## src/rtl/cpu_pkg.sv

```systemverilog
package cpu_pkg;

	// ------------------------------------------------------------------
	// Widths with a meaning
	// ------------------------------------------------------------------
	typedef logic [15:0] word_t;
	typedef logic [15:0] instr_t;
	typedef logic [3:0]  reg_idx_t;
	// Z, V, N from msb down
	typedef logic [2:0]  flags_t;
	typedef logic [2:0]  cond_t;
	typedef logic [7:0]  imem_addr_t;
	typedef logic [7:0]  dmem_addr_t;

	localparam int IMEM_DEPTH = 256;
	localparam int DMEM_DEPTH = 256;
	// ADD R0, R0, R0 doubles as the pipeline bubble
	localparam instr_t NOP_INSTR = 16'h0000;

	// Flag bit positions
	localparam int FLAG_Z = 2;
	localparam int FLAG_V = 1;
	localparam int FLAG_N = 0;

	// Branch conditions, carried in instr[11:9]
	localparam cond_t COND_NE = 3'd0;
	localparam cond_t COND_EQ = 3'd1;
	localparam cond_t COND_GT = 3'd2;
	localparam cond_t COND_LT = 3'd3;
	localparam cond_t COND_GE = 3'd4;
	localparam cond_t COND_LE = 3'd5;
	localparam cond_t COND_OV = 3'd6;
	localparam cond_t COND_UN = 3'd7;

	typedef enum logic [3:0] {
		OP_ADD = 4'h0,
		OP_SUB = 4'h1,
		OP_XOR = 4'h2,
		OP_SLL = 4'h4,
		OP_LW  = 4'h8,
		OP_SW  = 4'h9,
		OP_LHB = 4'hA,
		OP_LLB = 4'hB,
		OP_B   = 4'hC,
		OP_HLT = 4'hF
	} opcode_t;

	// Execute operand source
	typedef enum logic [1:0] {FWD_REG, FWD_MEM, FWD_WB} fwd_sel_t;

	// ------------------------------------------------------------------
	// Pipeline registers
	// ------------------------------------------------------------------
	typedef struct packed {
		word_t  pc_next;
		instr_t instr;
	} if_id_t;

	typedef struct packed {
		word_t    pc_next;
		instr_t   instr;
		opcode_t  opcode;
		word_t    rs_data;
		word_t    rt_data;
		reg_idx_t rs;
		reg_idx_t rt;
		reg_idx_t rd;
		logic     reg_write;
		logic     mem_read;
		logic     mem_write;
		logic     is_halt;
	} id_ex_t;

	typedef struct packed {
		word_t    result;
		word_t    mem_addr;
		word_t    store_data;
		reg_idx_t rd;
		logic     reg_write;
		logic     mem_read;
		logic     mem_write;
		logic     is_halt;
	} ex_mem_t;

	typedef struct packed {
		word_t    wb_data;
		reg_idx_t rd;
		logic     reg_write;
		logic     is_halt;
	} mem_wb_t;

	// One retired register write
	typedef struct packed {
		logic     valid;
		reg_idx_t rd;
		word_t    data;
	} wb_trace_t;

endpackage
```

## src/rtl/memory_stage.sv

```systemverilog
module memory_stage (
	input  logic              clk,
	input  logic              rst_n,
	input  cpu_pkg::ex_mem_t  ex_mem,
	output cpu_pkg::mem_wb_t  mem_wb
);
	import cpu_pkg::*;

	word_t      dmem [DMEM_DEPTH];
	dmem_addr_t dmem_idx;
	word_t      load_data;

	// ------------------------------------------------------------------
	// Data memory
	// ------------------------------------------------------------------
	// Byte address to word index
	assign dmem_idx  = ex_mem.mem_addr[8:1];
	// Combinational read
	assign load_data = dmem[dmem_idx];

	always_ff @(posedge clk) begin
		if (ex_mem.mem_write) begin
			dmem[dmem_idx] <= ex_mem.store_data;
		end
	end

	// ------------------------------------------------------------------
	// MEM/WB register
	// ------------------------------------------------------------------
	always_ff @(posedge clk) begin
		if (!rst_n) begin
			mem_wb <= '0;
		end else begin
			// Loads return memory, everything else the execute result
			mem_wb.wb_data   <= ex_mem.mem_read ? load_data : ex_mem.result;
			mem_wb.rd        <= ex_mem.rd;
			mem_wb.reg_write <= ex_mem.reg_write;
			mem_wb.is_halt   <= ex_mem.is_halt;
		end
	end

endmodule

```

## config.mk

```make
export PLATFORM = sky130hd
export DESIGN_NAME = memory_stage
export DESIGN_NICKNAME = d
export VERILOG_FILES = /design/src/rtl/cpu_pkg.sv /design/src/rtl/memory_stage.sv
export SDC_FILE = /design/constraint.sdc
export NUM_CORES = 2
export LEC_CHECK = 0
export BUFFER_PORTS_ARGS = -buffer_cell sky130_fd_sc_hd__clkbuf_2
export CORE_MARGIN = 2
export CORE_UTILIZATION = 40
export CTS_CLUSTER_DIAMETER = 200
export CTS_CLUSTER_SIZE = 24
export DETAILED_ROUTE_END_ITERATION = 12
export GPL_TIMING_DRIVEN = 0
export PLACE_DENSITY = 0.53
export SETUP_SLACK_MARGIN = 0.2
export SYNTH_ARGS = -nofsm -noshare
export SYNTH_HDL_FRONTEND = slang
export SYNTH_SLANG_ARGS = --single-unit
```

## constraint.sdc

```tcl
create_clock -name clk -period 4.4 [get_ports clk]
set_input_delay 0 -clock clk [delete_from_list [all_inputs] [get_ports clk]]
set_output_delay 0 -clock clk [all_outputs]
set_load 0.03 [all_outputs]
```

==> qor.csv <==
stage,metric,value,unit
outcome,status,finished with violations,
outcome,failed_checks,"max-capacitance violations, max-slew violations, negative setup slack",
power,p_clk_frac,0.299,
place,dp_slack,-2.14,ns
global_route,grt_max_degree,153,
setup_path,worstRegToRegCells,6,
drt,drc,0,
clocking,clk_latency,1.02,ns
logic_synthesis,yosys_warnings,0,
logic_synthesis,synth_top_family_by_area,multiplexers,
clocking,clk_path_buf_depth,4,
floorplan,core-area,395000,um2
setup_path,crit_chain,"clkbuf_2, clkbuf_1, inv_1, nor2_1, nand2_1, nor3_1, a211oi_1, nor4bb_1, a21oi_1",
logic_synthesis,synthFlopType,edfxtp_1,
global_route,antenna_found_initial,75,
setup_path,crit_type,input pin to register,
hold_path,holdPathStages,2,
drt,drt_iter0_drc,15000,
cells_and_area,drive_above_1_share,0.282,
cells_and_area,postLayoutCoreUtil,0.452,
logic_synthesis,synthArstFlopShare,0,
logic_synthesis,synth_compound_area_frac,0.0208,
floorplan,initial_core_util,0.401,
logic_synthesis,synthAdderAreaFrac,0,
cells_and_area,syn_to_final_growth,12.6,%
cells_and_area,fillers,32900,
timing,fmax,0.211,GHz
logic_synthesis,mappedNetlistNets,7215,
timing,slew_headroom,-0.0384,
power,swShare,0.238,
power,intPower,52.9,mW
timing,finalMaxSlewViolations,41,
place,port_buffers,66,
global_route,grt_pass1_wl,782000,um
logic_synthesis,ys_top_cells_by_area,"edfxtp_1, mux4_2, mux2i_1, nor2_1, a22oi_1",
clocking,cts_tree,done,
logic_synthesis,synth_xor_area_frac,0,
cells_and_area,multi_input_area,34000,um2
power,power_frac_comb,0.079,
drt,route.top_layer_used,met5,
drt,dr_total_vias,84600,
setup_path,cp.buffers_inverters,3,
timing,hold_viol_final,0,
cells_and_area,nNetsFinal,7856,
timing,fin_ws,-0.347,ns
timing,fin_crit,4.75,ns
logic_synthesis,synthMuxAreaShare,0.165,
floorplan,die_h,634,um
setup_path,crit_path_end_kind,register,
power,p_per_area,389,nW/um2
drt,wl_per_cell,46.1,um
power,p_seq_frac,0.622,
timing,worst_hold_slack,0.0465,ns
logic_synthesis,syn_area,159000,um2
logic_synthesis,synth_cells,7157,
clocking,cts_max_level,4,
floorplan,die_w,634,um
setup_path,critPathTopFamily,simple AND/OR/NAND/NOR gates,
global_route,grt-ovfl-total,0,
setup_path,critical_path_required,5.17,ns
timing,rsz0062_at_grt,yes,
global_route,grt_pass1_vias,80800,
power,switching_power,16.5,mW
timing,setup_viol,36,
logic_synthesis,ys_seq_area_frac,0.779,
drt,dr_wl_met3,67500,um
place,dpl.hpwl,423000,um
logic_synthesis,synth_top_area_share,0.776,
logic_synthesis,yosys.area_share.simple,0.0219,
floorplan,ios,80,
drt,dr.pass1.iters,7,
logic_synthesis,synth_edf_count,4096,
floorplan,die_area,401000,um2
clocking,cts_inserted_buffers,193,
setup_path,cpPeakStageDelay,1.24,ns
logic_synthesis,synth_top_area_cell,edfxtp_1,
setup_path,cp_max_fo,10,
logic_synthesis,avgSynthCellArea,22.2,um2
timing,min_period_over_period,1.08,
floorplan,row_count,231,
global_route,grt.total_usage,0.299,
drt,drt-met1-wl,229000,um
setup_path,slowest_stage,nor2_1,
timing,tns,-1.39,ns
logic_synthesis,synth_most_common_cell,edfxtp_1,
logic_synthesis,synth-seq-cells,4118,
setup_path,start_kind,input pin,
setup_path,cp.depth,9,
hold_path,min_path_type,input pin to register,
drt,ant_nets,0,
flow_run,maxCapViolations,4,
cells_and_area,register_area,123000,um2
setup_path,arrival,5.52,ns
timing,finClkSkew,0.0609,ns
clocking,clock-root-buffer,clkbuf_16,
timing,worst_pin_slew,1.56,ns
drt,finalWirelength,606000,um
power,cellLeakagePower,54.5,nW
logic_synthesis,ys_types,60,
clocking,clk_pin_slew_worst_paths,0.09,ns
drt,wl_met2,267000,um
place,place.gp.congestion,1.02,
logic_synthesis,synth_commonest_cells,"edfxtp_1, mux4_2, mux2i_1",
drt,via_per_inst,6.44,
clocking,clock-sinks,4118,
power,peakVddDrop,314,uV
per-stage QoR:
step	cells	power [mW]	instance area [um2]
2_1_floorplan	7157	46.2	159000
3_3_place_gp	12500	49.3	165000
3_5_place_dp	12800	49.3	172000
4_1_cts	13100	69.3	178000
5_1_grt	13100	70.7	178000
6_report	13100	69.4	178000
worst paths after layout:
check	slack, ns	start	end
max reg2reg	0.60	dmem[22][13]	mem_wb[19]
min reg2reg	1.18	dmem[185][9]	mem_wb[15]
min	0.05	ex_mem[12]	dmem[207][4]
max	-0.35	ex_mem[30]	mem_wb[13]
final cells by class:
cell class                 count  area share
clock inverter                11    0.000932
timing repair buffer         448      0.0379
multi-input combinational   2599       0.190
sequential                  4118       0.692
tap                         5242      0.0367
inverter                      11    0.000231
clock buffer                 240      0.0284
buffer                       427      0.0131
antenna                       44    0.000617
routing by layer:
| metal | global-route usage | vias up |
|---|---|---|
| met3 | 0.0746 | 1167 |
| li1 | - | 31300 |
| met5 | 0 | - |
| met4 | 0.175 | 18 |
| met2 | 0.445 | 5775 |
| met1 | 0.400 | 46300 |
logic make-up (layout without fill, tap and decap cells):
kind of cell    after synthesis  in the layout
buf+inv                     440           1137
mux                        1349           1349
other cells                   0             44
compound gates              458            458
simple gates                792            792
flops                      4118           4118
registers in the layout (all words and copies together) (netlist names):
| signal | flops |
|---|---|
| dmem | 4096 |
| mem_wb | 22 |
worst reg2reg max path: cells and delay by family (launching register included):
family / cells / cell delay (ns)
buffers and inverters: 1 / 0.30
flip-flops: 1 / 0.38
multiplexers: 1 / 0.50
AO/OA/AOI/OAI: 4 / 2.23
power by group through the flow:
stage               clock (mW)  combinational [mW]  sequential, mW
floorplan                    0                2.09            44.1
global placement             0                4.99            44.3
detailed placement           0                5.24            44.1
CTS                       20.8                5.31            43.2
global route              22.1                5.46            43.2
finish                    20.7                5.47            43.2
layout by cell type, fill, tap and decap left out, types with 93 or more instances in the layout:
master / count
a22oi_1: 117
buf_16: 96
buf_2: 142
buf_4: 93
buf_8: 133
clkbuf_1: 159
clkbuf_16: 196
clkbuf_2: 105
edfxtp_1: 4096
mux2i_1: 306
mux4_2: 1001
nand2_1: 228
nand3_1: 106
nor2_2: 173
what timing repair did:
| item | 4_1_cts | 5_1_grt |
|---|---|---|
| setup buffers | 3 | 1 |
| setup endpoints to repair | 1695 | 134 |
| pin swaps | 1 | 0 |
| cloned | 0 | 0 |
| hold endpoints to repair | 2697 | 0 |
| hold buffers | 65 | 0 |
| gates resized for setup | 51 | 15 |
Power figures use the tool's default switching activity.
