===== src/rtl/cpu_pkg.sv =====
package cpu_pkg;

	// ------------------------------------------------------------------
	// Widths with a meaning
	// ------------------------------------------------------------------
	typedef logic [15:0] word_t;
	typedef logic [15:0] instr_t;
	typedef logic [3:0]  reg_idx_t;
	// Z, V, N from msb down
	typedef logic [2:0]  flags_t;
	typedef logic [2:0]  cond_t;
	typedef logic [7:0]  imem_addr_t;
	typedef logic [7:0]  dmem_addr_t;

	localparam int IMEM_DEPTH = 256;
	localparam int DMEM_DEPTH = 256;
	// ADD R0, R0, R0 doubles as the pipeline bubble
	localparam instr_t NOP_INSTR = 16'h0000;

	// Flag bit positions
	localparam int FLAG_Z = 2;
	localparam int FLAG_V = 1;
	localparam int FLAG_N = 0;

	// Branch conditions, carried in instr[11:9]
	localparam cond_t COND_NE = 3'd0;
	localparam cond_t COND_EQ = 3'd1;
	localparam cond_t COND_GT = 3'd2;
	localparam cond_t COND_LT = 3'd3;
	localparam cond_t COND_GE = 3'd4;
	localparam cond_t COND_LE = 3'd5;
	localparam cond_t COND_OV = 3'd6;
	localparam cond_t COND_UN = 3'd7;

	typedef enum logic [3:0] {
		OP_ADD = 4'h0,
		OP_SUB = 4'h1,
		OP_XOR = 4'h2,
		OP_SLL = 4'h4,
		OP_LW  = 4'h8,
		OP_SW  = 4'h9,
		OP_LHB = 4'hA,
		OP_LLB = 4'hB,
		OP_B   = 4'hC,
		OP_HLT = 4'hF
	} opcode_t;

	// Execute operand source
	typedef enum logic [1:0] {FWD_REG, FWD_MEM, FWD_WB} fwd_sel_t;

	// ------------------------------------------------------------------
	// Pipeline registers
	// ------------------------------------------------------------------
	typedef struct packed {
		word_t  pc_next;
		instr_t instr;
	} if_id_t;

	typedef struct packed {
		word_t    pc_next;
		instr_t   instr;
		opcode_t  opcode;
		word_t    rs_data;
		word_t    rt_data;
		reg_idx_t rs;
		reg_idx_t rt;
		reg_idx_t rd;
		logic     reg_write;
		logic     mem_read;
		logic     mem_write;
		logic     is_halt;
	} id_ex_t;

	typedef struct packed {
		word_t    result;
		word_t    mem_addr;
		word_t    store_data;
		reg_idx_t rd;
		logic     reg_write;
		logic     mem_read;
		logic     mem_write;
		logic     is_halt;
	} ex_mem_t;

	typedef struct packed {
		word_t    wb_data;
		reg_idx_t rd;
		logic     reg_write;
		logic     is_halt;
	} mem_wb_t;

	// One retired register write
	typedef struct packed {
		logic     valid;
		reg_idx_t rd;
		word_t    data;
	} wb_trace_t;

endpackage

===== src/rtl/hazard_unit.sv =====
module hazard_unit (
	input  logic              clk,
	input  logic              rst_n,
	input  cpu_pkg::id_ex_t   id_ex,
	input  cpu_pkg::ex_mem_t  ex_mem,
	input  cpu_pkg::mem_wb_t  mem_wb,
	input  cpu_pkg::reg_idx_t rs,
	input  cpu_pkg::reg_idx_t rt,
	input  logic              is_halt_id,
	input  logic              branch_taken,
	output logic              stall,
	output logic              flush,
	output logic              halt_drain,
	output cpu_pkg::fwd_sel_t fwd_a,
	output cpu_pkg::fwd_sel_t fwd_b,
	output logic              hlt
);
	import cpu_pkg::*;

	logic halt_seen;
	logic halt_now;
	logic hlt_q;

	// Newest producer wins
	function automatic fwd_sel_t pick(reg_idx_t src, ex_mem_t m, mem_wb_t w);
		fwd_sel_t sel;
		if (m.reg_write && (m.rd != '0) && (m.rd == src)) begin
			sel = FWD_MEM;
		end else if (w.reg_write && (w.rd != '0) && (w.rd == src)) begin
			sel = FWD_WB;
		end else begin
			sel = FWD_REG;
		end
		return sel;
	endfunction

	assign fwd_a = pick(id_ex.rs, ex_mem, mem_wb);
	assign fwd_b = pick(id_ex.rt, ex_mem, mem_wb);

	// Load in execute feeding decode, R0 never matches
	assign stall = id_ex.mem_read && (id_ex.rd != '0) &&
		((id_ex.rd == rs) || (id_ex.rd == rt));

	assign flush = branch_taken;

	// ------------------------------------------------------------------
	// Halt
	// ------------------------------------------------------------------
	// HLT on a squashed path does not count
	assign halt_now   = is_halt_id && !branch_taken;
	assign halt_drain = halt_seen || halt_now;

	always_ff @(posedge clk) begin
		if (!rst_n) begin
			halt_seen <= 1'b0;
			hlt_q     <= 1'b0;
		end else begin
			halt_seen <= halt_drain;
			hlt_q     <= hlt_q || mem_wb.is_halt;
		end
	end

	// High from the cycle HLT sits in writeback
	assign hlt = hlt_q || mem_wb.is_halt;

endmodule


===== config.mk =====
export PLATFORM = sky130hd
export DESIGN_NAME = hazard_unit
export DESIGN_NICKNAME = d
export VERILOG_FILES = /design/src/rtl/cpu_pkg.sv /design/src/rtl/hazard_unit.sv
export SDC_FILE = /design/constraint.sdc
export NUM_CORES = 1
export LEC_CHECK = 0
export BUFFER_PORTS_ARGS = -buffer_cell sky130_fd_sc_hd__buf_2
export CORE_AREA = 2 2 70 72
export CTS_CLUSTER_DIAMETER = 150
export CTS_CLUSTER_SIZE = 25
export DETAILED_ROUTE_END_ITERATION = 10
export DIE_AREA = 0 0 72 74
export SLEW_MARGIN = 10
export SYNTH_ARGS = -nofsm -noshare
export SYNTH_HDL_FRONTEND = slang
export SYNTH_SLANG_ARGS = --single-unit

===== constraint.sdc =====
create_clock -name clk -period 1 [get_ports clk]
set_input_delay 0.2 -clock clk [delete_from_list [all_inputs] [get_ports clk]]
set_output_delay 0.2 -clock clk [all_outputs]
set_load 0.02 [all_outputs]

==> flow_metrics.py <==
metrics = {
    "outcome": {
        "status": "complete, but fails checks",
        "violations": "setup timing",
    },
    "critical_path": {
        "cp-end-kind": "output port",
        "crit_type": "input port to output port",
        "cp_data_required_time_ns": 0.80,
        "startpoint_type": "input port",
        "critPathArrivalTime_ns": 1.21,
        "cp_max_fo": 4,
    },
    "finish": {
        "drive_above_1_share_pct": 70.83,
        "instances_no_fill": 150,
        "fillers": 477,
        "multi_input_area_sq_um": 483.0,
        "ff_latch_area_sq_um": 40.04,
        "diodes": 0,
        "nNetsFinal": 272,
        "area_growth_pct": 160.4,
        "final_util_pct": 22.04,
    },
    "synth": {
        "synth_fa_ha_area_share_pct": 0,
        "syn_area_per_cell_sq_um": 8.459,
        "syn_area_sq_um": 389.1,
        "yosys.area.top_type": "xnor2_1",
        "synth_edf_count": 0,
        "synth.top_cells.by_count": "xnor2_1 (16), xor2_1 (8), nand4_1 (4)",
        "synth_xor_area_share_pct": 54.02,
        "synth_seq_cells": 2,
        "synth_top_family_by_area": "XOR/XNOR gates",
        "yosysSeqAreaShare_pct": 10.29,
        "synth_top_area_share_pct": 36.01,
        "muxShareOfSynthArea_pct": 0,
        "synth_cell_type_count": 15,
        "synthesis.nets": 220,
        "synth_compound_area_share_pct": 14.47,
        "yosys.area_share.simple_pct": 18.33,
        "synth_area_leaders": "xnor2_1 (36%), xor2_1 (18%), dfxtp_1 (10%)",
        "synth_most_common_cell": "xnor2_1",
        "yosysWarnings": 0,
        "synth_cells": 46,
        "async_flop_share_pct": 0,
        "synth_ff_type": "dfxtp_1",
    },
    "global_routing": {
        "grt_pass1_wl_um": 2566,
        "grt_usage_pct": 6.307,
        "grt-ovfl-total": 0,
        "grt_antenna_before_repair": 1,
        "grt_pass1_vias": 566,
        "grt_max_degree": 5,
    },
    "routing": {
        "routedWlPerCell_um": 11.06,
        "drt_pass1_iterations": 3,
        "detail_route.vias_per_cell": 3.447,
        "vias": 517,
        "drc_errors": 0,
        "drt_iter0_markers": 4,
        "final_antenna_net_count": 0,
        "wirelength_um": 1659,
    },
    "timing": {
        "final-hold-violation-count": 0,
        "setup_viol": 6,
        "tightestPinTransition_ns": 0.2803,
        "rsz0062_at_grt": "yes",
        "finalCriticalPeriod_ns": 1.406,
        "clock.fmax_mhz": 711.1,
        "maxSlewHeadroom_pct": 81.31,
        "fin_setup_tns_ns": -1.724,
        "maxSlewViolCount": 0,
        "fin_ws_ns": -0.4063,
        "final.period_utilization_pct": 140.6,
        "fin_skew_ns": 0,
    },
    "power_and_ir_drop": {
        "combinationalPowerShare_pct": 49.8,
        "total_power_w": 0.0008092,
        "p_per_area_mw_per_mm2": 798.4,
        "p_int_w": 0.0005743,
        "power_switching_w": 0.0002349,
        "peakVddDrop_uv": 251.0,
        "seq_power_share_pct": 10.9,
        "power_leakage_nw": 0.4439,
        "swShare_pct": 29.03,
        "power_frac_clock_pct": 39.3,
    },
    "cts": {
        "clock_latency_ns": 0.21,
        "clk_path_buf_depth": 2,
        "clock-root-buffer": "clkbuf_8",
        "cts_tree": "yes",
        "clk_pin_slew_ns": 0.03,
        "htreeDepth": 1,
        "numCtsBuffers": 3,
        "postCtsHoldBufs": 0,
        "clock_sinks": 2,
    },
    "floorplanning": {
        "start_util_pct": 8.463,
        "die_area_sq_mm": 0.005328,
        "die_w_um": 72,
        "core_area_sq_mm": 0.004598,
        "die_h_um": 74,
        "placementRows": 25,
        "num_io_pins": 182,
    },
    "hold_path": {
        "min_path_type": "input port to flop",
    },
    "placed_design": {
        "hpwl_um": 1317,
        "portBuffers": 43,
        "gp_congestion": 0.7531,
        "place_inst": 146,
    },
    "job": {
        "drv_cap": 0,
    },
}
-- path summary, 6_finish.rpt --
path	cells after the start	slack, ns	end	start
worst min-delay path	2	0.21	hlt_q	rst_n
worst max-delay path	4	-0.41	fwd_a[1]	ex_mem[4]
worst min register to register	2	0.55	hlt_q	hlt_q
worst max register to register	2	0.23	hlt_q	hlt_q
-- critical path, cell delays in order --
cell,delay (ns)
buf_8,0.10
o41a_1,0.52
a211oi_4,0.24
buf_6,0.14
-- power by group through the flow --
| stage | logic (W) | clock network [W] | registers [W] |
|---|---|---|---|
| final | 0.000403 | 0.000318 | 0.0000878 |
| after global placement | 0.000292 | 0 | 0.0000882 |
| after CTS | 0.000373 | 0.000330 | 0.0000877 |
| after global routing | 0.000435 | 0.000331 | 0.0000890 |
| after detailed placement | 0.000294 | 0 | 0.0000880 |
| after floorplan | 0.000153 | 0 | 0.0000878 |
-- timing repair --
action	4_1_cts	5_1_grt
gates resized for setup	36	11
buffers inserted	1	0
endpoints found under the setup margin	6	7
pin swaps	12	6
-- cells in the final DEF, fill, tap and decap left out, drive strengths merged --
cell type	synthesis	layout
dfxtp	2	2
o41a	1	1
nand4	4	4
inv	1	1
xnor2	16	16
buf	1	48
a21o	1	1
clkbuf	0	3
xor2	8	8
or2	1	1
a211oi	2	2
nor4	2	2
a21oi	1	1
o41ai	2	2
and2	4	4
-- registers in the layout (all words and copies together), names as in the netlist --
register	cells
halt_seen	1
hlt_q	1
-- layer usage --
layer	wire, um	global-route usage (%)	part of all wire [%]	vias to the layer above
met5	13	0	0.78	-
met4	2	2.516	0.12	2
met3	191	2.981	12	2
met2	961	12.24	58	23
met1	490	5.633	30	228
li1	-	-	-	262
-- through the flow --
| stage | area (sq um) | hold WS [ns] | worst slack, ns |
|---|---|---|---|
| 6_report | 1013 | 0.2070 | -0.4063 |
| 5_1_grt | 1013 | 0.2129 | -0.4516 |
| 4_1_cts | 959.7 | 0.2079 | -0.4417 |
| 3_5_place_dp | 743.2 | 0.4264 | -0.4719 |
| 3_3_place_gp | 743.2 | 0.4171 | -0.4458 |
| 2_1_floorplan | 437.9 | 0.3217 | -0.2324 |
-- final cells by class --
type	count	area share, %
well taps	54	6.667
inverters	1	0.3704
repair buffers	48	37.28
multi-input cells	42	47.65
clock buffers	3	4.074
flip-flops and latches	2	3.951
-- kinds of logic after synthesis --
family,Yosys count
buffers and inverters,2
xor gates and xnor gates,24
and+or+nand+nor,11
AOI/OAI and AO/OA,7
DFF,2
Note: power is estimated with default switching activity, not from simulation.
