### config.mk
export PLATFORM = sky130hd
export DESIGN_NAME = execute_stage
export DESIGN_NICKNAME = d
export VERILOG_FILES = /design/src/rtl/cpu_pkg.sv /design/src/rtl/execute_stage.sv
export SDC_FILE = /design/constraint.sdc
export NUM_CORES = 1
export LEC_CHECK = 0
export ABC_AREA = 0
export BUFFER_PORTS_ARGS = -buffer_cell sky130_fd_sc_hd__buf_2
export CORE_MARGIN = 2
export CORE_UTILIZATION = 54
export DETAILED_ROUTE_END_ITERATION = 6
export GPL_TIMING_DRIVEN = 0
export PLACE_DENSITY = 0.87
export SYNTH_ARGS = -nofsm -noshare
export SYNTH_HDL_FRONTEND = slang
export SYNTH_SLANG_ARGS = --single-unit
### constraint.sdc
create_clock -name clk -period 5.1 [get_ports clk]
set_input_delay 0.51 -clock clk [delete_from_list [all_inputs] [get_ports clk]]
set_output_delay 0.51 -clock clk [all_outputs]
set_load 0.05 [all_outputs]
### src/rtl/cpu_pkg.sv
package cpu_pkg;

	// ------------------------------------------------------------------
	// Widths with a meaning
	// ------------------------------------------------------------------
	typedef logic [15:0] word_t;
	typedef logic [15:0] instr_t;
	typedef logic [3:0]  reg_idx_t;
	// Z, V, N from msb down
	typedef logic [2:0]  flags_t;
	typedef logic [2:0]  cond_t;
	typedef logic [7:0]  imem_addr_t;
	typedef logic [7:0]  dmem_addr_t;

	localparam int IMEM_DEPTH = 256;
	localparam int DMEM_DEPTH = 256;
	// ADD R0, R0, R0 doubles as the pipeline bubble
	localparam instr_t NOP_INSTR = 16'h0000;

	// Flag bit positions
	localparam int FLAG_Z = 2;
	localparam int FLAG_V = 1;
	localparam int FLAG_N = 0;

	// Branch conditions, carried in instr[11:9]
	localparam cond_t COND_NE = 3'd0;
	localparam cond_t COND_EQ = 3'd1;
	localparam cond_t COND_GT = 3'd2;
	localparam cond_t COND_LT = 3'd3;
	localparam cond_t COND_GE = 3'd4;
	localparam cond_t COND_LE = 3'd5;
	localparam cond_t COND_OV = 3'd6;
	localparam cond_t COND_UN = 3'd7;

	typedef enum logic [3:0] {
		OP_ADD = 4'h0,
		OP_SUB = 4'h1,
		OP_XOR = 4'h2,
		OP_SLL = 4'h4,
		OP_LW  = 4'h8,
		OP_SW  = 4'h9,
		OP_LHB = 4'hA,
		OP_LLB = 4'hB,
		OP_B   = 4'hC,
		OP_HLT = 4'hF
	} opcode_t;

	// Execute operand source
	typedef enum logic [1:0] {FWD_REG, FWD_MEM, FWD_WB} fwd_sel_t;

	// ------------------------------------------------------------------
	// Pipeline registers
	// ------------------------------------------------------------------
	typedef struct packed {
		word_t  pc_next;
		instr_t instr;
	} if_id_t;

	typedef struct packed {
		word_t    pc_next;
		instr_t   instr;
		opcode_t  opcode;
		word_t    rs_data;
		word_t    rt_data;
		reg_idx_t rs;
		reg_idx_t rt;
		reg_idx_t rd;
		logic     reg_write;
		logic     mem_read;
		logic     mem_write;
		logic     is_halt;
	} id_ex_t;

	typedef struct packed {
		word_t    result;
		word_t    mem_addr;
		word_t    store_data;
		reg_idx_t rd;
		logic     reg_write;
		logic     mem_read;
		logic     mem_write;
		logic     is_halt;
	} ex_mem_t;

	typedef struct packed {
		word_t    wb_data;
		reg_idx_t rd;
		logic     reg_write;
		logic     is_halt;
	} mem_wb_t;

	// One retired register write
	typedef struct packed {
		logic     valid;
		reg_idx_t rd;
		word_t    data;
	} wb_trace_t;

endpackage
### src/rtl/execute_stage.sv
module execute_stage (
	input  logic               clk,
	input  logic               rst_n,
	input  cpu_pkg::id_ex_t    id_ex,
	input  cpu_pkg::fwd_sel_t  fwd_a,
	input  cpu_pkg::fwd_sel_t  fwd_b,
	output cpu_pkg::ex_mem_t   ex_mem,
	input  cpu_pkg::mem_wb_t   mem_wb,
	output logic               branch_taken,
	output cpu_pkg::word_t     branch_target
);
	import cpu_pkg::*;

	word_t  op_a;
	word_t  op_b;
	word_t  result;
	logic   ovf;
	logic   set_all;
	logic   set_z;
	flags_t flags_q;
	flags_t flags_new;
	word_t  ls_offset;
	word_t  br_offset;
	word_t  mem_addr;
	cond_t  cond;
	logic   cond_met;

	// Operand source select
	function automatic word_t fwd_mux(fwd_sel_t sel, word_t reg_val, word_t mem_val,
			word_t wb_val);
		word_t val;
		case (sel)
			FWD_MEM: val = mem_val;
			FWD_WB:  val = wb_val;
			default: val = reg_val;
		endcase
		return val;
	endfunction

	assign op_a = fwd_mux(fwd_a, id_ex.rs_data, ex_mem.result, mem_wb.wb_data);
	assign op_b = fwd_mux(fwd_b, id_ex.rt_data, ex_mem.result, mem_wb.wb_data);

	// ------------------------------------------------------------------
	// ALU and byte loads
	// ------------------------------------------------------------------
	always_comb begin
		result  = '0;
		ovf     = 1'b0;
		set_all = 1'b0;
		set_z   = 1'b0;
		case (id_ex.opcode)
			OP_ADD: begin
				result  = op_a + op_b;
				ovf     = (op_a[15] == op_b[15]) && (result[15] != op_a[15]);
				set_all = 1'b1;
			end
			OP_SUB: begin
				result  = op_a - op_b;
				ovf     = (op_a[15] != op_b[15]) && (result[15] != op_a[15]);
				set_all = 1'b1;
			end
			OP_XOR: begin
				result = op_a ^ op_b;
				set_z  = 1'b1;
			end
			// Shift amount is the 4-bit immediate
			OP_SLL: begin
				result = op_a << id_ex.instr[3:0];
				set_z  = 1'b1;
			end
			OP_LLB: result = {op_a[15:8], id_ex.instr[7:0]};
			OP_LHB: result = {id_ex.instr[7:0], op_a[7:0]};
			default: result = op_a;
		endcase
	end

	// ------------------------------------------------------------------
	// Flag register
	// ------------------------------------------------------------------
	always_comb begin
		flags_new = flags_q;
		// Bubbles share the NOP encoding and leave flags alone
		if (id_ex.instr != NOP_INSTR) begin
			if (set_all || set_z) begin
				flags_new[FLAG_Z] = (result == '0);
			end
			if (set_all) begin
				flags_new[FLAG_V] = ovf;
				flags_new[FLAG_N] = result[15];
			end
		end
	end

	always_ff @(posedge clk) begin
		if (!rst_n) begin
			flags_q <= '0;
		end else begin
			flags_q <= flags_new;
		end
	end

	// ------------------------------------------------------------------
	// Branch decision
	// ------------------------------------------------------------------
	assign cond = id_ex.instr[11:9];

	always_comb begin
		case (cond)
			COND_NE: cond_met = !flags_q[FLAG_Z];
			COND_EQ: cond_met = flags_q[FLAG_Z];
			COND_GT: cond_met = !flags_q[FLAG_Z] && !flags_q[FLAG_N];
			COND_LT: cond_met = flags_q[FLAG_N];
			COND_GE: cond_met = flags_q[FLAG_Z] || !flags_q[FLAG_N];
			COND_LE: cond_met = flags_q[FLAG_Z] || flags_q[FLAG_N];
			COND_OV: cond_met = flags_q[FLAG_V];
			default: cond_met = 1'b1;
		endcase
	end

	// Word offsets, both scaled to bytes
	assign br_offset = {{6{id_ex.instr[8]}}, id_ex.instr[8:0], 1'b0};
	assign ls_offset = {{11{id_ex.instr[3]}}, id_ex.instr[3:0], 1'b0};

	assign branch_taken  = (id_ex.opcode == OP_B) && cond_met;
	assign branch_target = id_ex.pc_next + br_offset;

	// Base register comes in on operand b
	assign mem_addr = (op_b & 16'hFFFE) + ls_offset;

	// ------------------------------------------------------------------
	// EX/MEM register
	// ------------------------------------------------------------------
	always_ff @(posedge clk) begin
		if (!rst_n) begin
			ex_mem <= '0;
		end else begin
			ex_mem.result     <= result;
			ex_mem.mem_addr   <= mem_addr;
			ex_mem.store_data <= op_a;
			ex_mem.rd         <= id_ex.rd;
			ex_mem.reg_write  <= id_ex.reg_write;
			ex_mem.mem_read   <= id_ex.mem_read;
			ex_mem.mem_write  <= id_ex.mem_write;
			ex_mem.is_halt    <= id_ex.is_halt;
		end
	end

endmodule

==> impl_results.md <==
- Grt ovf: 0
- Largest family of logic cells by synthesized area: compound AO/OA/AOI/OAI gates
- Setup crit end kind: register
- Worst-path maximum fanout: 10
- EDFF count, synth: 0
- Post-synthesis simple-gate area fraction: 0.223
- Adder-cell share of the synthesized area: 0.132
- Site Rows: 40
- Crit start category: input pin
- Slew margin rel.: 0.391
- Worst path arrival time: 5.25 ns
- Hold_ws: 0.373 ns
- Port buffer count: 167
- Total Wirelength: 25.2 mm
- DP HPWL: 19.3 mm
- Area of the die: 0.0132 mm^2
- Core footprint: 0.0120 mm^2
- Clock root cell: clkbuf_16
- Min Tclk post-route: 4.97 ns
- Max-cap violation count: 0
- Skew-Pair Late Insertion Delay: 0.34 ns
- All-Layer GR Usage: 0.371
- Synth top area share: 0.175
- Top cell type by total area after synthesis: dfxtp_1
- Clock Skew: 0.00391 ns
- GP Congestion: 1.01
- TritonCTS clock tree: built
- DR vias/cell: 6.52
- Mapped cell area: 0.00663 mm^2
- Final setup fails: 0
- XOR/XNOR Fraction of Synth Area: 0.0462
- Vias in the first global route: 7,180
- Post-synth ARST share: 0
- Leakage: 3.66 nW
- PwrDens: 313 mW/mm^2
- Worst-Margin Slew: 0.904 ns
- Largest net degree at the start of global routing: 14
- Synth Instances: 887
- Post-CTS Resized: 3
- H-tree levels: 3
- Register area share after synthesis: 0.175
- Synth-to-Final Area Change: 20.9%
- Vias: 7,931
- Mux contribution to synthesized area: 0.0619
- Total negative slack: 0 ns
- Post-route DRC: 0
- Status: finished, final reports clean
- Critical Path RT: 5.38 ns
- Worst IR Drop VDD: 0.286 mV
- Diode count: 0
- DR WL/cell: 20.7 um
- Die extent in x: 115 um
- I/O pins: 185
- Total clock buffers created by CTS: 9
- Effective utilization at floorplan: 0.552
- Final hold vios: 0
- Fmax: 0.201 GHz
- Nets: 1,244
- Pre-Repair DR Iteration Count: 5
- First-pass GRT wire length: 38.1 mm
- Top_reg_cell synth: dfxtp_1
- Initial DRC count: 1,014
- Hold buffer count at cts: 0
- Mapped Nets: 1,066
- Sink Count: 58
- Setup bufs post-CTS: 0
- Hold Crit Class: in -> reg
- Ys Warns: 0
- Largest cells by area after synthesis: dfxtp_1, ha_1, nor2_1
- Complex-gate fraction of the synthesized area: 0.295
- FF+latch count, synth: 58
- Max-slew violation count: 0
- Clock tree buffer depth: 2
- Post-synthesis cell type count: 79
- Period Utilization, post-route: 0.974
- Initial antenna violation count: 0
- Antenna viol nets, final: 0
- Flop2flop setup slack: 0.86 ns
- Clock-pin slew on the worst setup and hold paths: 0.05 ns
- FILL cells: 1,028
- Setup CP Type: in -> reg
- Layout cell share with drive strength beyond 1: 0.217
- Die height: 115 um
- Avg Inst Size Synth: 7.48 um^2
## worst max-delay path, stage by stage
cell and delay (ns):
buf_2 0.09, inv_1 0.04, ha_1 0.33, buf_2 0.28
buf_2 0.32, buf_2 0.29, mux2_2 0.46, ha_1 0.30
clkbuf_1 0.28, nand2b_1 0.18, o31a_1 0.19, nor2_1 0.05
a221oi_1 0.30, o21ai_0 0.12, a21oi_1 0.23, nand4_1 0.21
or4_1 0.64, nor4b_2 0.24, a41o_1 0.20
## where the power goes
group / internal (mW) / switching, mW
Clock: 0.466 / 0.212
Sequential: 0.504 / 0.0223
Combinational: 0.424 / 0.886
Total: 1.39 / 1.12
## cell usage in the layout (no fill, tap or decap), types with 37 or more instances in the layout
cell type	n
and2_1	38
dfxtp_1	58
o21ai_0	55
clkbuf_1	37
nand2_1	72
a21oi_1	62
inv_1	50
ha_1	63
buf_2	172
nor2_1	86
## logic make-up after synthesis
kind of cell	Yosys count
AOI/OAI and AO/OA	289
xor gates and xnor gates	35
adders and majority gates	68
buffers and inverters	106
DFF	58
muxes	29
other	1
and+or+nand+nor	301
## worst paths after layout
kind / start / depth (start not counted) / to
max: fwd_a[0] / 19 / flags_q[2]$_SDFFE_PN0P_
min: id_ex[5] / 2 / ex_mem[5]$_SDFF_PN0_
max reg2reg: ex_mem[43]$_SDFF_PN0_ / 14 / flags_q[2]$_SDFFE_PN0P_
min reg2reg: flags_q[1]$_SDFFE_PN0P_ / 2 / flags_q[1]$_SDFFE_PN0P_
## registers in the layout (all words and copies together), names as in the netlist
signal	cells
flags_q	3
ex_mem	55
## through the flow
stage / cells / utilization / area [um^2] / total power [mW] / worst slack [ns]
5_1_grt: 1217 / 0.668 / 8020 / 2.62 / -0.00268
4_1_cts: 1218 / 0.667 / 8010 / 2.47 / 0.168
3_3_place_gp: 1201 / 0.637 / 7650 / 1.78 / -0.460
2_1_floorplan: 887 / - / 6630 / 1.46 / 0.527
6_report: 1217 / 0.668 / 8020 / 2.51 / 0.131
3_5_place_dp: 1202 / 0.638 / 7670 / 1.79 / -0.519
## per-layer routing
metal / vias up / track usage / share of wire / routed length, um
li1: 3611 / - / - / -
met1: 3674 / 0.472 / 0.39 / 9880
met2: 551 / 0.595 / 0.45 / 11300
met3: 95 / 0.0949 / 0.11 / 2830
met4: 0 / 0.166 / 0.047 / 1190
met5: - / 0 / 0 / 0
## cells in the mapped netlist (6+ instances only)
library cell,number
a21oi_1,62
mux4_2,7
or3_1,6
a21o_1,8
o21ai_0,56
o21ai_1,11
dfxtp_1,58
a211oi_1,7
inv_1,50
nand3_1,16
a31oi_1,7
o21a_1,8
nand4_1,6
mux2_2,9
xnor2_1,27
nor3_1,28
a221oi_1,8
nor2b_1,13
clkbuf_1,40
nand2_1,72
a211o_1,8
and2_1,38
nor2_1,86
xor2_1,8
a22o_1,6
o22ai_1,10
mux2i_1,11
and3_1,7
a22oi_1,28
nand2b_1,8
o21bai_1,7
ha_1,63
## final cells by class
cell class	instances	area [um^2]	share of cell area
Multi-Input combinational cell	723	5050	0.630
Inverter	53	203	0.0253
Timing Repair Buffer	168	843	0.105
Buffer	52	241	0.0301
Tap cell	147	184	0.0229
Sequential cell	58	1160	0.145
Clock buffer	12	267	0.0332
Clock inverter	4	72.6	0.00905
(Power assumes the default switching activity.)
