<file path="src/rtl/cpu_pkg.sv">
package cpu_pkg;

	// ------------------------------------------------------------------
	// Widths with a meaning
	// ------------------------------------------------------------------
	typedef logic [15:0] word_t;
	typedef logic [15:0] instr_t;
	typedef logic [3:0]  reg_idx_t;
	// Z, V, N from msb down
	typedef logic [2:0]  flags_t;
	typedef logic [2:0]  cond_t;
	typedef logic [7:0]  imem_addr_t;
	typedef logic [7:0]  dmem_addr_t;

	localparam int IMEM_DEPTH = 256;
	localparam int DMEM_DEPTH = 256;
	// ADD R0, R0, R0 doubles as the pipeline bubble
	localparam instr_t NOP_INSTR = 16'h0000;

	// Flag bit positions
	localparam int FLAG_Z = 2;
	localparam int FLAG_V = 1;
	localparam int FLAG_N = 0;

	// Branch conditions, carried in instr[11:9]
	localparam cond_t COND_NE = 3'd0;
	localparam cond_t COND_EQ = 3'd1;
	localparam cond_t COND_GT = 3'd2;
	localparam cond_t COND_LT = 3'd3;
	localparam cond_t COND_GE = 3'd4;
	localparam cond_t COND_LE = 3'd5;
	localparam cond_t COND_OV = 3'd6;
	localparam cond_t COND_UN = 3'd7;

	typedef enum logic [3:0] {
		OP_ADD = 4'h0,
		OP_SUB = 4'h1,
		OP_XOR = 4'h2,
		OP_SLL = 4'h4,
		OP_LW  = 4'h8,
		OP_SW  = 4'h9,
		OP_LHB = 4'hA,
		OP_LLB = 4'hB,
		OP_B   = 4'hC,
		OP_HLT = 4'hF
	} opcode_t;

	// Execute operand source
	typedef enum logic [1:0] {FWD_REG, FWD_MEM, FWD_WB} fwd_sel_t;

	// ------------------------------------------------------------------
	// Pipeline registers
	// ------------------------------------------------------------------
	typedef struct packed {
		word_t  pc_next;
		instr_t instr;
	} if_id_t;

	typedef struct packed {
		word_t    pc_next;
		instr_t   instr;
		opcode_t  opcode;
		word_t    rs_data;
		word_t    rt_data;
		reg_idx_t rs;
		reg_idx_t rt;
		reg_idx_t rd;
		logic     reg_write;
		logic     mem_read;
		logic     mem_write;
		logic     is_halt;
	} id_ex_t;

	typedef struct packed {
		word_t    result;
		word_t    mem_addr;
		word_t    store_data;
		reg_idx_t rd;
		logic     reg_write;
		logic     mem_read;
		logic     mem_write;
		logic     is_halt;
	} ex_mem_t;

	typedef struct packed {
		word_t    wb_data;
		reg_idx_t rd;
		logic     reg_write;
		logic     is_halt;
	} mem_wb_t;

	// One retired register write
	typedef struct packed {
		logic     valid;
		reg_idx_t rd;
		word_t    data;
	} wb_trace_t;

endpackage
</file>
<file path="src/rtl/decode_stage.sv">
module decode_stage (
	input  logic              clk,
	input  logic              rst_n,
	input  logic              stall,
	input  logic              flush,
	input  cpu_pkg::if_id_t   if_id,
	input  cpu_pkg::mem_wb_t  wb,
	output cpu_pkg::id_ex_t   id_ex,
	output cpu_pkg::reg_idx_t rs,
	output cpu_pkg::reg_idx_t rt,
	output logic              is_halt_id
);
	import cpu_pkg::*;

	opcode_t  opcode;
	reg_idx_t rd;
	logic     src_from_rd;
	logic     is_mem;
	logic     writes_reg;
	word_t    regs [16];
	word_t    rs_data;
	word_t    rt_data;

	// Register read with R0 pinned and writeback bypass
	function automatic word_t rf_read(reg_idx_t idx, word_t stored, mem_wb_t w);
		word_t val;
		if (idx == '0) begin
			val = '0;
		end else if (w.reg_write && (w.rd == idx)) begin
			val = w.wb_data;
		end else begin
			val = stored;
		end
		return val;
	endfunction

	// ------------------------------------------------------------------
	// Field decode
	// ------------------------------------------------------------------
	assign opcode = opcode_t'(if_id.instr[15:12]);
	assign rd     = if_id.instr[11:8];

	// SW data, LLB and LHB merge source sit in the rd field
	assign src_from_rd = (opcode == OP_SW) || (opcode == OP_LLB) || (opcode == OP_LHB);
	assign is_mem      = (opcode == OP_LW) || (opcode == OP_SW);

	assign rs = src_from_rd ? if_id.instr[11:8] : if_id.instr[7:4];
	// Base register of a load or store goes on the second port
	assign rt = is_mem ? if_id.instr[7:4] : if_id.instr[3:0];

	always_comb begin
		case (opcode)
			OP_ADD, OP_SUB, OP_XOR, OP_SLL,
			OP_LW, OP_LLB, OP_LHB: writes_reg = 1'b1;
			default:               writes_reg = 1'b0;
		endcase
	end

	assign is_halt_id = (opcode == OP_HLT);

	// ------------------------------------------------------------------
	// Register file
	// ------------------------------------------------------------------
	// reg_write is never set for R0
	always_ff @(posedge clk) begin
		if (wb.reg_write) begin
			regs[wb.rd] <= wb.wb_data;
		end
	end

	assign rs_data = rf_read(rs, regs[rs], wb);
	assign rt_data = rf_read(rt, regs[rt], wb);

	// ------------------------------------------------------------------
	// ID/EX register
	// ------------------------------------------------------------------
	always_ff @(posedge clk) begin
		if (!rst_n || stall || flush) begin
			// Bubble is the all-zero NOP with no side effects
			id_ex <= '0;
		end else begin
			id_ex.pc_next   <= if_id.pc_next;
			id_ex.instr     <= if_id.instr;
			id_ex.opcode    <= opcode;
			id_ex.rs_data   <= rs_data;
			id_ex.rt_data   <= rt_data;
			id_ex.rs        <= rs;
			id_ex.rt        <= rt;
			id_ex.rd        <= rd;
			id_ex.reg_write <= writes_reg && (rd != '0);
			id_ex.mem_read  <= (opcode == OP_LW);
			id_ex.mem_write <= (opcode == OP_SW);
			id_ex.is_halt   <= is_halt_id;
		end
	end

endmodule

</file>
<file path="config.mk">
export PLATFORM = sky130hd
export DESIGN_NAME = decode_stage
export DESIGN_NICKNAME = d
export VERILOG_FILES = /design/src/rtl/cpu_pkg.sv /design/src/rtl/decode_stage.sv
export SDC_FILE = /design/constraint.sdc
export NUM_CORES = 1
export LEC_CHECK = 0
export ABC_AREA = 0
export CAP_MARGIN = 0
export CORE_ASPECT_RATIO = 1.2
export CORE_MARGIN = 3
export CORE_UTILIZATION = 45
export CTS_BUF_LIST = sky130_fd_sc_hd__clkbuf_8
export DETAILED_ROUTE_END_ITERATION = 7
export DONT_BUFFER_PORTS = 1
export GPL_TIMING_DRIVEN = 0
export SLEW_MARGIN = 20
export SYNTH_ARGS = -nofsm -noshare
export SYNTH_HDL_FRONTEND = slang
export SYNTH_SLANG_ARGS = --single-unit
</file>
<file path="constraint.sdc">
create_clock -name clk -period 2.5 [get_ports clk]
set_input_delay 0.375 -clock clk [delete_from_list [all_inputs] [get_ports clk]]
set_output_delay 0.375 -clock clk [all_outputs]
set_load 0.01 [all_outputs]
</file>
==> impl_metrics.prom <==
# TYPE chip_impl_metric gauge
chip_impl_metric{name="initialDrtViolationCount",unit=""} 1346
chip_impl_metric{name="multi_input_comb_area",unit="µm²"} 5664
chip_impl_metric{name="syn-num-nets",unit=""} 1225
chip_impl_metric{name="synth.distinct_cells",unit=""} 60
chip_impl_metric{name="postRouteAntennaNets",unit=""} 0
chip_impl_info{name="clock_tree.root_cell",value="sky130_fd_sc_hd__clkbuf_8"} 1
chip_impl_metric{name="layout.area.seq",unit="µm²"} 9209
chip_impl_metric{name="post-place-cells",unit=""} 1631
chip_impl_info{name="path_cells",value="buf_4 -> or2_0 -> buf_2 -> nand3_1 -> and2_1 -> clkbuf_1 -> inv_1 -> nand2_1 -> clkbuf_4 -> a311oi_1 -> nor2_1 -> a21oi_2"} 1
chip_impl_info{name="synth_largest_area_cell",value="sky130_fd_sc_hd__edfxtp_1"} 1
chip_impl_metric{name="slew_headroom",unit=""} 0.3390
chip_impl_metric{name="horizontal_die_dimension",unit="µm"} 174.4
chip_impl_metric{name="grt_use_total",unit=""} 0.2827
chip_impl_metric{name="yosys.area.top_type_share",unit=""} 0.5017
chip_impl_metric{name="initial_cell_density_of_the_core",unit=""} 0.4596
chip_impl_info{name="cts_tree",value="built"} 1
chip_impl_metric{name="data_arrival_at_the_endpoint_of_the_critical_path",unit="ns"} 2.97
chip_impl_metric{name="synthArstFlopShare",unit=""} 0
chip_impl_metric{name="grt_antenna_before_repair",unit=""} 3
chip_impl_metric{name="dr_total_vias",unit=""} 11240
chip_impl_metric{name="nFillCells",unit=""} 2833
chip_impl_metric{name="preCtsSetupSlack",unit="ns"} -0.8946
chip_impl_info{name="violations",value="negative setup slack"} 1
chip_impl_info{name="yosys-top-cells-area",value="sky130_fd_sc_hd__edfxtp_1, sky130_fd_sc_hd__dfxtp_1, sky130_fd_sc_hd__mux2i_1"} 1
chip_impl_metric{name="clock_power_share",unit=""} 0.387
chip_impl_metric{name="total_leakage_power",unit="µW"} 0.006432
chip_impl_metric{name="grt_pass1_vias",unit=""} 11480
chip_impl_metric{name="sequentialPowerShare",unit=""} 0.488
chip_impl_metric{name="grt_max_degree",unit=""} 19
chip_impl_metric{name="worst_clock_skew",unit="ns"} 0.02581
chip_impl_metric{name="synth.yosys.seq_area_share",unit=""} 0.6010
chip_impl_metric{name="avgRoutedWirePerCell",unit="µm"} 29.31
chip_impl_metric{name="die-area",unit="µm²"} 36310
chip_impl_metric{name="setup_viol_count_final",unit=""} 1
chip_impl_metric{name="worstSkewPairLatency",unit="ns"} 0.62
chip_impl_metric{name="layout-area-overhead-vs-synth",unit="%"} 16.93
chip_impl_info{name="worst_setup_path_start_kind",value="primary input"} 1
chip_impl_info{name="cpLargestDelayFamily",value="buffers and inverters"} 1
chip_impl_metric{name="synth-edff-count",unit=""} 256
chip_impl_info{name="run_status",value="finished with violations"} 1
chip_impl_metric{name="post-route-drc-count",unit=""} 0
chip_impl_metric{name="power_per_cell_area",unit="nW/µm²"} 702.9
chip_impl_metric{name="vias_per_cell",unit=""} 6.291
chip_impl_info{name="yosysMostFrequentCell",value="sky130_fd_sc_hd__edfxtp_1"} 1
chip_impl_metric{name="final_cells",unit=""} 1787
chip_impl_metric{name="fmax_achieved",unit="MHz"} 398.9
chip_impl_metric{name="post_route_cells_drive_above_1_share",unit=""} 0.2030
chip_impl_info{name="ys.flop_type",value="sky130_fd_sc_hd__edfxtp_1"} 1
chip_impl_metric{name="cells_after_synth",unit=""} 1167
chip_impl_metric{name="design.core.area",unit="µm²"} 33340
chip_impl_metric{name="rows",unit=""} 73
chip_impl_metric{name="die_h",unit="µm"} 208.1
chip_impl_info{name="holdCritPathClass",value="in -> reg"} 1
chip_impl_metric{name="portBuffers",unit=""} 0
chip_impl_metric{name="post_synthesis_sequential_element_count",unit=""} 332
chip_impl_metric{name="longest_clk_path_bufs",unit=""} 3
chip_impl_metric{name="detail_route.wirelength",unit="µm"} 52380
chip_impl_metric{name="post_synth_instance_area",unit="µm²"} 15320
chip_impl_metric{name="timing.final.crit_period",unit="ns"} 2.507
chip_impl_metric{name="synth_area_per_inst",unit="µm²"} 13.13
chip_impl_metric{name="power_frac_comb",unit=""} 0.125
chip_impl_info{name="critPathSlowestCell",value="sky130_fd_sc_hd__clkbuf_4"} 1
chip_impl_metric{name="globalRouteOverflowTotal",unit=""} 0
chip_impl_info{name="worst_setup_path_end_kind",value="flip-flop"} 1
chip_impl_metric{name="fin_nets",unit=""} 1344
chip_impl_metric{name="worst_slew_pin_slew",unit="ns"} 0.9812
chip_impl_metric{name="report.final.slew_viol_count",unit=""} 0
chip_impl_metric{name="yosysWarnings",unit=""} 0
chip_impl_info{name="criticalPathCategory",value="in -> reg"} 1
chip_impl_metric{name="fin_ws",unit="ns"} -0.006910
chip_impl_metric{name="h-tree-depth",unit=""} 2
chip_impl_metric{name="cap_violations",unit=""} 0
chip_impl_metric{name="cts.reportedPaths.clkPinSlew",unit="ns"} 0.07
chip_impl_metric{name="final_core_utilization",unit=""} 0.5374
chip_impl_metric{name="first_pass_grt_wire_length",unit="µm"} 75840
chip_impl_info{name="synth_top_cells_by_count",value="sky130_fd_sc_hd__edfxtp_1, sky130_fd_sc_hd__mux2i_1, sky130_fd_sc_hd__nand2_1"} 1
chip_impl_metric{name="firstDrtPassIters",unit=""} 6
chip_impl_metric{name="net-switching-power",unit="µW"} 3256
chip_impl_metric{name="ir_worst_vdd",unit="µV"} 397.8
chip_impl_metric{name="swShare",unit=""} 0.2585
chip_impl_metric{name="final_min_period_over_clock_period",unit=""} 1.003
chip_impl_metric{name="clkSinkCount",unit=""} 332
chip_impl_metric{name="hold_viol",unit=""} 0
chip_impl_metric{name="globalplace.congestion",unit=""} 0.8893
chip_impl_metric{name="worst-path-buf-inv",unit=""} 5
chip_impl_metric{name="cts_buffers",unit=""} 53
chip_impl_metric{name="critPathRequiredTime",unit="ns"} 2.96
chip_impl_metric{name="intPower",unit="µW"} 9337
chip_impl_metric{name="place_hpwl",unit="µm"} 35180
chip_impl_metric{name="critPathMaxFanout",unit=""} 10
chip_impl_metric{name="critPathMaxStageDelay",unit="ns"} 0.36
chip_impl_metric{name="floorplan.io_pins",unit=""} 151
-- layer usage --
layer,GRT usage,share of wire,vias up
met4,0.1448,0.056,0
met1,0.3446,0.37,5614
li1,-,-,4813
met3,0.05586,0.089,141
met5,0,0,-
met2,0.4770,0.48,674
-- sequential cells by signal, summed over array words and instances, names as in the netlist --
name	cells
regs	256
id_ex	76
-- per-stage QoR --
step           power [µW]   TNS (ns)  hold slack, ns  area (µm²)
2_1_floorplan        7156          0          0.4523       15330
3_3_place_gp         7604    -158.48          0.4575       15890
3_5_place_dp         7643     -23.44          0.4613       16150
4_1_cts             12620          0       0.0008115       17820
5_1_grt             12970   -0.01517         0.02322       17910
6_report            12590  -0.006910         0.02944       17920
-- worst register-to-register path, stage by stage, from the launching register on --
cell and delay (ns):
sky130_fd_sc_hd__edfxtp_1 0.46, sky130_fd_sc_hd__nor2b_1 0.17, sky130_fd_sc_hd__a2111oi_0 0.42, sky130_fd_sc_hd__a311oi_1 0.11
sky130_fd_sc_hd__a21oi_1 0.18, sky130_fd_sc_hd__o31a_1 0.16, sky130_fd_sc_hd__o31ai_1 0.07, sky130_fd_sc_hd__and2_1 0.18
-- final cells by class --
cell class              count  share of cell area
flip-flops and latches    332              0.5140
multi-input cells         724              0.3162
clock buffers              70             0.05377
repair buffers             64             0.03778
plain buffers              98             0.03331
well taps                 450             0.03143
clock inverters            29            0.009847
inverters                  13            0.002724
diodes                      7           0.0009777
-- layout by cell type, fill, tap and decap left out, types with 5 or more instances in the layout --
cell / n
sky130_fd_sc_hd__a211oi_2: 5
sky130_fd_sc_hd__buf_8: 7
sky130_fd_sc_hd__diode_2: 7
sky130_fd_sc_hd__inv_1: 23
sky130_fd_sc_hd__nand2_1: 81
sky130_fd_sc_hd__and2_1: 33
sky130_fd_sc_hd__nor2_1: 44
sky130_fd_sc_hd__nand3_1: 27
sky130_fd_sc_hd__nor2_2: 9
sky130_fd_sc_hd__edfxtp_1: 256
sky130_fd_sc_hd__o32ai_1: 27
sky130_fd_sc_hd__inv_2: 7
sky130_fd_sc_hd__buf_6: 10
sky130_fd_sc_hd__dfxtp_1: 76
sky130_fd_sc_hd__a211oi_1: 49
sky130_fd_sc_hd__buf_2: 25
sky130_fd_sc_hd__mux4_2: 30
sky130_fd_sc_hd__o21ai_0: 20
sky130_fd_sc_hd__nor3_1: 16
sky130_fd_sc_hd__a21oi_1: 20
sky130_fd_sc_hd__buf_4: 35
sky130_fd_sc_hd__o22ai_1: 35
sky130_fd_sc_hd__dlygate4sd3_1: 48
sky130_fd_sc_hd__a311oi_1: 29
sky130_fd_sc_hd__nand2b_1: 16
sky130_fd_sc_hd__nor4_1: 5
sky130_fd_sc_hd__clkbuf_8: 70
sky130_fd_sc_hd__mux2i_1: 127
sky130_fd_sc_hd__clkinv_2: 9
sky130_fd_sc_hd__nor2_4: 6
sky130_fd_sc_hd__a22o_1: 17
sky130_fd_sc_hd__nor3_2: 19
sky130_fd_sc_hd__and3_1: 35
sky130_fd_sc_hd__clkbuf_1: 24
sky130_fd_sc_hd__clkbuf_2: 8
sky130_fd_sc_hd__nor2b_1: 13
-- power groups by stage --
stage               Sequential (µW)  Clock (µW)  Combinational [µW]
floorplan                      6240           0                 913
global placement               6260           0                1340
detailed placement             6260           0                1380
CTS                            6150        4940                1530
global route                   6160        5170                1640
finish                         6150        4870                1570
-- what timing repair did --
action                     4_1_cts  5_1_grt
buffers inserted                 2        0
gates resized for setup         11       30
hold endpoints to repair       304        0
hold buffers                    48        0
gates cloned                     0        0
setup endpoints to repair       24       23
pin swaps                        0        0
-- final timing paths --
kind,cells past startpoint,startpoint,slack [ns],endpoint
max,12,if_id[13],-0.007,id_ex[45]
min reg2reg,4,regs[9][3],0.76,id_ex[35]
max reg2reg,7,regs[0][8],0.63,id_ex[40]
min,2,wb[6],0.03,id_ex[32]
-- cells by family (layout without fill, tap and decap cells) --
family | after synthesis | in the layout | synth area share
flops | 332 | 332 | 0.6010
simple gates | 327 | 327 | 0.1135
compound gates | 232 | 232 | 0.1106
mux | 161 | 161 | 0.1324
buf+inv | 111 | 274 | 0.04018
xor+xnor | 4 | 4 | 0.002286
other cells | 0 | 7 | 0
Power figures use the tool's default switching activity.
